**config.mk**
```make
export PLATFORM = sky130hd
export DESIGN_NAME = cordic_sincos
export DESIGN_NICKNAME = d
export VERILOG_FILES = /design/src/design/foc_pkg.sv /design/src/design/cordic_sincos.sv
export VERILOG_INCLUDE_DIRS = /design/src /design/src/design
export SDC_FILE = /design/constraint.sdc
export NUM_CORES = 1
export LEC_CHECK = 0
export ABC_AREA = 1
export BUFFER_PORTS_ARGS = -buffer_cell sky130_fd_sc_hd__buf_4
export CORE_ASPECT_RATIO = 0.7
export CORE_UTILIZATION = 25
export DETAILED_ROUTE_END_ITERATION = 7
export REMOVE_ABC_BUFFERS = 1
export SYNTH_ARGS = -nofsm -noshare
export SYNTH_HDL_FRONTEND = slang
export SYNTH_SLANG_ARGS = --single-unit
```
**constraint.sdc**
```tcl
create_clock -name clk -period 5.2 [get_ports clk]
set_input_delay 1.04 -clock clk [delete_from_list [all_inputs] [get_ports clk]]
set_output_delay 1.04 -clock clk [all_outputs]
set_load 0.005 [all_outputs]
```
**src/design/foc_params.svh**
```systemverilog
`ifndef FOC_PARAMS_SVH
`define FOC_PARAMS_SVH

// datapath width, 16-bit currents sign-extend into it
`define FOC_DW   18

`define FOC_QB   15   // fraction bits of sin/cos and gains
`define FOC_ITER 16   // cordic micro-rotations

// clamp for integrator and regulator output
`define FOC_LIM  4096

`endif

```
**src/design/foc_pkg.sv**
```systemverilog
`include "foc_params.svh"

package foc_pkg;

  // one resolver/current sample from the input port
  typedef struct packed {
    logic        [15:0] angle;      // full turn is 2^16
    logic signed [15:0] ia;
    logic signed [15:0] ib;
    logic signed [15:0] iq_target;
  } foc_sample_t;

  typedef struct packed {
    logic signed [`FOC_DW-1:0] id;
    logic signed [`FOC_DW-1:0] iq;
    logic signed [`FOC_DW-1:0] vd;
    logic signed [`FOC_DW-1:0] vq;
  } foc_result_t;

  typedef struct packed {
    logic signed [`FOC_DW-1:0] alpha;
    logic signed [`FOC_DW-1:0] beta;
  } foc_ab_t;

  // Q15
  typedef struct packed {
    logic signed [15:0] sin;
    logic signed [15:0] cos;
  } foc_sc_t;

  typedef struct packed {
    logic signed [`FOC_DW-1:0] d;
    logic signed [`FOC_DW-1:0] q;
  } foc_dq_t;

  typedef struct packed {
    logic        wen;
    logic        axis;  // 0 selects d, 1 selects q
    logic [15:0] kp;    // unsigned Q15
    logic [15:0] ki;
  } foc_gain_cfg_t;

endpackage

```
**src/design/cordic_sincos.sv**
```systemverilog
`timescale 1ns/100ps
`include "foc_params.svh"

module cordic_sincos import foc_pkg::*; (
  input  logic        clk,
  input  logic        rstb,
  input  logic        start_i,
  input  logic [15:0] angle_i,
  output logic        done_o,
  output foc_sc_t     sc_o
);

  localparam int IW = $clog2(`FOC_ITER);
  localparam int XW = 20;  // x/y in Q17
  localparam int ZW = 20;  // quarter turn is 2^18
  localparam logic signed [XW-1:0] X_INIT = 20'sd79594;  // 1/gain in Q17

  logic signed [XW-1:0] x_q;
  logic signed [XW-1:0] y_q;
  logic signed [ZW-1:0] z_q;
  logic signed [XW-1:0] x_nx;
  logic signed [XW-1:0] y_nx;
  logic signed [ZW-1:0] z_nx;
  logic [1:0]           quad_q;
  logic [IW-1:0]        iter_q;
  logic                 busy_q;
  logic                 last_iter;
  foc_sc_t              sc_nx;

  // atan(2^-i) scaled to 2^18 per quarter turn
  function automatic logic signed [ZW-1:0] atan_lut(input logic [IW-1:0] idx);
    case (idx)
      0:  atan_lut = 131072;
      1:  atan_lut = 77376;
      2:  atan_lut = 40884;
      3:  atan_lut = 20753;
      4:  atan_lut = 10417;
      5:  atan_lut = 5213;
      6:  atan_lut = 2607;
      7:  atan_lut = 1304;
      8:  atan_lut = 652;
      9:  atan_lut = 326;
      10: atan_lut = 163;
      11: atan_lut = 81;
      12: atan_lut = 41;
      13: atan_lut = 20;
      14: atan_lut = 10;
      15: atan_lut = 5;
      default: atan_lut = '0;
    endcase
  endfunction

  // round Q17 down to Q15, clamp at full scale
  function automatic logic signed [15:0] to_q15(input logic signed [XW-1:0] v);
    logic signed [XW-1:0] r;
    r = (v + 2) >>> 2;
    if (r > 32767) to_q15 = 16'sh7fff;
    else if (r < -32768) to_q15 = 16'sh8000;
    else to_q15 = r[15:0];
  endfunction

  assign last_iter = busy_q && (iter_q == IW'(`FOC_ITER - 1));

  always_comb begin
    if (z_q[ZW-1]) begin
      x_nx = x_q + (y_q >>> iter_q);
      y_nx = y_q - (x_q >>> iter_q);
      z_nx = z_q + atan_lut(iter_q);
    end else begin
      x_nx = x_q - (y_q >>> iter_q);
      y_nx = y_q + (x_q >>> iter_q);
      z_nx = z_q - atan_lut(iter_q);
    end
  end

  // put the folded quadrant back
  always_comb begin
    case (quad_q)
      2'd0:    sc_nx = '{sin: to_q15(y_nx), cos: to_q15(x_nx)};
      2'd1:    sc_nx = '{sin: to_q15(x_nx), cos: to_q15(-y_nx)};
      2'd2:    sc_nx = '{sin: to_q15(-y_nx), cos: to_q15(-x_nx)};
      default: sc_nx = '{sin: to_q15(-x_nx), cos: to_q15(y_nx)};
    endcase
  end

  always_ff @(posedge clk or negedge rstb) begin
    if (!rstb) begin
      busy_q <= 1'b0;
      iter_q <= '0;
      done_o <= 1'b0;
    end else if (start_i) begin
      busy_q <= 1'b1;
      iter_q <= '0;
      done_o <= 1'b0;
    end else if (busy_q) begin
      iter_q <= iter_q + 1'b1;
      if (last_iter) begin
        busy_q <= 1'b0;
        done_o <= 1'b1;
      end
    end
  end

  always_ff @(posedge clk) begin
    if (start_i) begin
      x_q    <= X_INIT;
      y_q    <= '0;
      z_q    <= ZW'({angle_i[13:0], 4'b0000});  // residual within the quadrant
      quad_q <= angle_i[15:14];
    end else if (busy_q) begin
      x_q <= x_nx;
      y_q <= y_nx;
      z_q <= z_nx;
      if (last_iter) begin
        sc_o <= sc_nx;
      end
    end
  end

endmodule

```
# == Yosys cells after proc, flatten, opt, wreduce, memory -nomap -nowiden ==
# Memory sizes are Yosys's and may differ from the RTL's.
# Cells that the tools add are included.
# totals
ff_bits,100
romBits,576
inputBits,19
out_inout_bits,33
elab_cells,69
n_memories,2
# mem_list
memory,words,width,read_ports,rd_ports_with_merged_regs,write_ports,line,text
(name not given),16,18,1,0,0,cordic_sincos.sv:32,case (idx)
(name not given),16,18,1,0,0,cordic_sincos.sv:32,
# op_classes
addsub,13
magnitude_cmp,8
eq_ne,3
shift,2
n_mux,24
bitwise_logic,1
n_reduce_logical,6
# op_table
operator,n
$mux W16,8
$mux W20,5
$pmux W32 S3,1
$add A20 B3 Y21 const B,4
$gt A19 B16 Y1 const B,4
$lt A19 B16 Y1 const B,4
$add A20 B20 Y20,3
$sub A20 B20 Y20,3
$neg A20 Y20,2
$sshr A20 B4 Y20,2
$mux W18,2
$mux W4,2
$mux W1,6
$add A4 B1 Y4 const B,1
$eq A4 B4 Y1 const B,1
$reduce_bool A2 Y1,2
$reduce_and A3 Y1,1
$eq A2 B1 Y1 const B,1
$eq A2 B2 Y1 const B,1
$logic_not A2 Y1,1
$reduce_and A2 Y1,1
$logic_and A1 B1 Y1,1
$not A1 Y1,1

# == Depth between registers and ports, before layout ==
# Gate-level depths: netlist of the first run.
# depth
depth_word,9
mapped_depth,47
mapped_depth_nobuf,45

# == Least setup slack after synthesis of the first run ==
# OpenSTA, ideal clock, no wires.
# synth_path
kind,register to register
from,reg iter_q[0]
to,reg sc_o[13] (netlist bit) (data pin)
setup_time_ps,264
t_arrival_ps,4785
t_required_ps,4936
path_slack_ps,152
path_stages_with_launch,43
path_buffers,3
period_less_slack_ps,5048
path_cell_list,dfrtp_1 > buf_4 > buf_2 > nand2_1 > nand3_1 > nand3_1 > nand3_1 > nand2_1 > ha_1 > nand2_1 > nor2_1 > nand3_1 > nor3_1 > nand3_1 > or3_1 > nor2_1 > a21oi_1 > xor2_1 > (+7 left out) > nand2_1 > nand2_1 > nand3_1 > nor2_1 > nand4_1 > nand2_1 > nand3_1 > nor2_1 > nand3_1 > nand2_1 > nand2_1 > inv_1 > nand2_2 > nand2_4 > buf_12 > nand2_2 > nand2_1 > nand4_1
# synth_rtl
element,line,text
from (decl),cordic_sincos.sv:25,logic [IW-1:0] iter_q;
from (signal assigned),cordic_sincos.sv:96,iter_q <= iter_q + 1'b1;
to (signal assigned),cordic_sincos.sv:115,sc_o <= sc_nx;
to (decl),cordic_sincos.sv:10,output foc_sc_t sc_o

==> summary.txt, run 1 <==
Status: finished, violations left
Failing checks: negative setup slack
Final WS setup: -0.487 ns
Initial Util: 25.6%
Commonest cells in the netlist: 947 x nand2_1, 314 x inv_1, 270 x nand3_1
Worst-Margin Slew: 1.05 ns
CP Data Required Time: 5.33 ns
Most common cell in the netlist: nand2_1
FP Rows: 73
Die ar.: 59500 um^2
Largest net degree at the start of global routing: 44
Final net count: 3285
Yosys top cell by area: nand2_1
Relative slew slack: 29.8%
Total GRT Usage: 19.0%
Utilization after layout: 38.9%
Top cells by area, synth: nand2_1 24%, edfxtp_1 9.8%, nand3_1 9.2%
Top FF cell, synth: edfxtp_1
M2 GR Usage: 27.5%
Worst Setup SP: iter_q[0]
Sequential fraction of the synthesis area: 17.2%
CTS clock-pin slew for the worst setup and hold paths: 0.08 ns
Critical path arrival: 5.81 ns
Global route overflow: 0
Startpoint Class: register
Ant diodes: 0
Yosys top cell area share: 24.3%
Routing usage on met1: 28.8%
Post-synth cell types: 60
# setup viols final: 32
Vias: 18900
First-pass GRT wire length: 90700 um
DIE WIDTH: 291 um
Cells on worst reg2reg path: 40
Max Fanout on Critical Path: 8
YS warnings: 0
Vias per std cell: 4.78
First-iteration detailed-routing DRC count: 1860
Dpl ws: -0.654 ns
Setup crit end kind: register
Syn Area/Cell: 5.67 um^2
Routed Antenna Nets: 0
GRT busiest layer: met1
Ports: 52
# port buffers: 51
Cts hold-fix bufs: 0
Layout cells sized above 1: 35.5%
Slowest CP cell: dfrtp_4
Critical path destination: sc_o[31]
WL/cell: 15.0 um
Critical Path Most Common Cell: nand3_2
DRC viols: 0
FF+latch count, synth: 100
Post-route minimum period: 5.69 ns
Post-synth ARST share: 6.00%
RSZ-0062 raised after global routing: true
WS Path Type: register to register
CTS tree: yes
Max clock buf depth: 2
DP HPWL: 45600 um
Max-Cap Viols: 0
1st-pass router iterations: 5
Max Slew Vio Count: 0
FF-to-FF Start: iter_q[0]
Area Overhead vs Synth: 52.3%
Min-Delay Path Class: primary input to async pin
Gate Count Post-Synth: 2580
CTS Root Cell: clkbuf_16
Fillers: 5922
Clock Latency Late Sink: 0.40 ns
Mapped Area: 14600 um^2
Number of synthesized flops with an enable pin: 48
Initial antenna violation count: 0
Count of clock tree sinks: 100
Reg2reg end: sc_o[31]
Crit share post-route: 109%
RePlAce Congestion: 0.983
Storage element area: 2520 um^2
Die H: 204 um
M3 GR Usage: 3.25%
Slowest stage delay, CP: 0.51 ns
Skew final: 0.0178 ns
Total CTS buffers: 9
Core area: 57300 um^2
R2R setup slack: -0.49 ns
F_max: 176 MHz
Area occupied by multi-input gates: 12100 um^2
Vias in the first global route: 17200
Total wire length: 59200 um
H-tree depth: 3
Final Hold Fails: 0
## area by class of cell
class | count | area share (%)
multi-input cells | 2080 | 54.1
inverters | 330 | 5.66
well taps | 750 | 4.21
flip-flops and latches | 100 | 11.3
repair buffers | 666 | 23.2
clock inverters | 7 | 0.387
repair inverters | 2 | 0.0786
clock buffers | 9 | 1.01
## repair_timing
action,4_1_cts,5_1_grt
buffers inserted,12,41
pin swaps,13,155
setup endpoints to repair,32,36
cloned,2,6
resized for setup,95,348
## layout by cell type (no fill, tap or decap), drive strengths merged, types with 2 or more instances in the layout
cell | Yosys | routed
buf | 42 | 664
nand4 | 99 | 99
inv | 328 | 330
ha | 74 | 74
dfrtp | 6 | 6
a22o | 2 | 2
or2 | 10 | 10
xor2 | 75 | 75
nand3 | 278 | 278
nand3b | 6 | 6
a22oi | 2 | 2
fa | 3 | 3
a31oi | 3 | 3
o21ai | 128 | 128
clkbuf | 32 | 11
a31o | 1 | 2
o22ai | 19 | 19
edfxtp | 48 | 48
and2 | 4 | 4
clkinv | 2 | 9
o31ai | 7 | 7
dfxtp | 46 | 46
nor4 | 9 | 9
o211ai | 3 | 3
nand2 | 1015 | 1018
o21a | 2 | 2
a21oi | 71 | 71
xnor2 | 22 | 22
a32o | 3 | 3
nor3 | 22 | 22
nor2 | 211 | 211
## flip-flops by register name, indices dropped and copies added, names as in the netlist
register,cells
z_q,20
busy_q,1
done_o,1
x_q,20
iter_q,4
quad_q,2
sc_o,32
y_q,20
## worst min path at each step
stage | start | to | cells past startpoint
2_1_floorplan | z_q[18] | z_q[18] | 2
3_3_place_gp | z_q[18] | z_q[18] | 2
3_5_place_dp | z_q[18] | z_q[18] | 2
4_1_cts | rstb | iter_q[3] | 1
5_1_grt | rstb | iter_q[3] | 1
6_report | rstb | iter_q[3] | 1
## per-stage QoR
stage	setup TNS [ns]	instances	cell area, um^2	hold WS [ns]
after global placement	-17.11	3867	19800	0.450
after CTS	-6.95	3897	20600	0.429
after floorplan	-27.28	2506	14200	0.433
final	-13.81	3944	22300	0.447
after global routing	-24.75	3944	22300	0.440
after detailed placement	-19.50	3867	19800	0.458
## layer usage
metal	wire [um]	vias up	part of all wire (%)
met5	0	-	0
met4	848	0	1.4
met3	4810	53	8.1
met2	24200	636	41
met1	29300	8601	50
li1	-	9581	-
## cells by family after synthesis
family | Yosys count | share of synthesized area, %
AOI/OAI and AO/OA | 246 | 9.19
xor gates and xnor gates | 97 | 5.85
adders and majority gates | 77 | 6.74
buffers and inverters | 404 | 11.2
DFF | 100 | 17.2
and+or+nand+nor | 1656 | 49.8
## worst max-delay path: cells and delay by family, from the launching register on
family / cells / cell delay (ns)
AOI/OAI and AO/OA: 2 / 0.17
xor gates and xnor gates: 1 / 0.16
adders and majority gates: 2 / 0.52
buffers and inverters: 7 / 0.88
DFF: 1 / 0.51
and+or+nand+nor: 28 / 3.16
Power of run 1 is not shown: default switching activity piles up to over one toggle a cycle in this logic, so the estimate is an artifact.
==> run 2, diff against run 1 <==
- BUFFER_PORTS_ARGS: -buffer_cell sky130_fd_sc_hd__buf_4 -> -buffer_cell sky130_fd_sc_hd__buf_2
==> run 2 against run 1 <==
The run still ends with negative setup slack left. Clock-buffer cell count is the same. Critical endpoint is now sc_o[16]. Non-clock buffer count grew 37. Sequential share of layout area shrank 0.41 points. Via count grew 1.5%. Highest routed layer unchanged. Global-route usage grew 0.45 points.
==> summary.txt, run 2 (synthesis gave the netlist of run 1 again) <==
Cts hold-fix bufs: 0 (unchanged)
First-pass GRT wire length: 92500 um (+2.0%)
Most frequent cells in the layout: 748 x nand2_1, 624 x buf_4, 278 x inv_1, 201 x nand2_2, 199 x nand3_1
CTS tree: yes
Final WS setup: -0.386 ns (+0.101 ns)
Vias: 19100 (+1.5%)
Post-route minimum period: 5.59 ns (-0.101 ns)
Slowest CP cell: dfrtp_2
Finished Cell Area: 23100 um^2 (+3.7%)
Max Fanout on Critical Path: 8 (unchanged)
Most common cell after layout, fill and taps aside: nand2_1
WL/cell: 15.3 um (+2.0%)
Skew final: 0.0212 ns (+0.00335 ns)
Critical Path Most Common Cell: nand2_2
F_max: 179 MHz (+1.8%)
WS Path Type: register to register
Failing checks: negative setup slack
# port buffers: 51 (unchanged)
Status: finished, violations left
Largest net degree at the start of global routing: 44 (unchanged)
CTS clock-pin slew for the worst setup and hold paths: 0.09 ns (about the same)
# setup viols final: 32 (unchanged)
Slowest stage delay, CP: 0.44 ns (-0.07 ns)
Largest register by flop count: sc_o
Routed Antenna Nets: 0 (unchanged)
Max Slew Vio Count: 0 (unchanged)
Total wire length: 60900 um (+2.9%)
1st-pass router iterations: 7 (+2)
Startpoint Class: register
Final net count: 3319 (+1.0%)
Initial antenna violation count: 0 (unchanged)
Die H: 204 um (unchanged)
Clock Latency Late Sink: 0.41 ns (about the same)
First-iteration detailed-routing DRC count: 1841 (-1.0%)
Placed insts: 3867 (unchanged)
Count of clock tree sinks: 100 (unchanged)
Worst-Margin Slew: 0.963 ns (-0.0877 ns)
Area Overhead vs Synth: 57.9%
FP Rows: 73 (unchanged)
Fin cells: 3978 (+0.86%)
Ports: 52 (unchanged)
Fillers: 5936 (+0.24%)
Crit share post-route: 107% (-1.9 points)
Core area: 57300 um^2 (unchanged)
Die ar.: 59500 um^2 (unchanged)
Final Hold Fails: 0 (unchanged)
Setup crit end kind: register
Global route overflow: 0 (unchanged)
Min-Delay Path Class: primary input to async pin
Layout cells sized above 1: 40.8% (+5.3 points)
Total CTS buffers: 9 (unchanged)
Ant diodes: 0 (unchanged)
RSZ-0062 raised after global routing: true
Worst Hold Slack: 0.452 ns (+0.00436 ns)
Max clock buf depth: 2 (unchanged)
Total GRT Usage: 19.5% (+0.45 points)
Placed Area: 19700 um^2 (-0.58%)
Critical path arrival: 5.73 ns (-0.08 ns)
Initial Util: 25.6% (unchanged)
Largest register FFs: 32 (unchanged)
CTS Root Cell: clkbuf_16
DIE WIDTH: 291 um (unchanged)
RePlAce Congestion: 0.985 (+0.13%)
DRC viols: 0 (unchanged)
Vias per std cell: 4.81 (+0.59%)
DP HPWL: 46400 um (+1.7%)
Crit path buf inv count: 7 (unchanged)
CP Data Required Time: 5.34 ns (about the same)
Relative slew slack: 35.7% (+5.9 points)
Vias in the first global route: 17300 (+0.82%)
Max-Cap Viols: 0 (unchanged)
H-tree depth: 3 (unchanged)
Crit-path leading delay family: simple AND/OR/NAND/NOR gates
## run 2: final timing paths
check	start	end	slack, ns	depth (start not counted)
setup / recovery	iter_q[0]	sc_o[16]	-0.39	40
hold / removal	rstb	busy_q	0.45	1
setup reg to reg	iter_q[0]	sc_o[16]	-0.39	40
hold reg to reg	z_q[18]	z_q[18]	0.47	2
max in group asynchronous	rstb	iter_q[2]	4.57	1
min in group clk	z_q[18]	z_q[18]	0.47	2
## run 2: worst reg2reg max path: cells and delay by family (launching register included)
kind	cells	cell delay (ns)
and+or+nand+nor	29	3.25
buffers and inverters	7	0.93
DFF	1	0.44
adders and majority gates	2	0.43
xor gates and xnor gates	2	0.28
## run 2: final cells by class
type	count	area, um^2	area share [%]
Tap cell	750	938	4.06
Sequential cell	100	2520	10.9
Clock inverter	7	78.8	0.341
Inverter	330	1280	5.52
Timing Repair Buffer	703	5400	23.3
Clock buffer	9	225	0.974
Multi-Input combinational cell	2079	12700	54.9
## run 2: metrics by stage
stage	setup slack, ns	setup TNS, ns	util (%)
2_1_floorplan	-0.884	-27.28	-
3_3_place_gp	-0.560	-16.63	34.4
3_5_place_dp	-0.649	-18.88	34.4
4_1_cts	-0.315	-9.07	36.7
5_1_grt	-0.715	-21.06	40.4
6_report	-0.386	-10.47	40.4
## run 2: routing by layer
layer | GRT usage [%] | vias to the layer above | wire length [um]
li1 | - | 9671 | -
met3 | 3.40 | 54 | 5170
met2 | 28.5 | 629 | 25200
met1 | 29.2 | 8792 | 29600
met5 | 0 | - | 0
met4 | 4.29 | 0 | 969
## run 2: timing repair
action / 4_1_cts / 5_1_grt
endpoints found under the setup margin: 32 / 37
gates resized for setup: 191 / 446
buffers inserted: 31 / 57
endpoints found under the hold margin: 0 / 0
pin swaps: 78 / 234
cloned: 3 / 4
Power of run 2 is left out for the same reason.
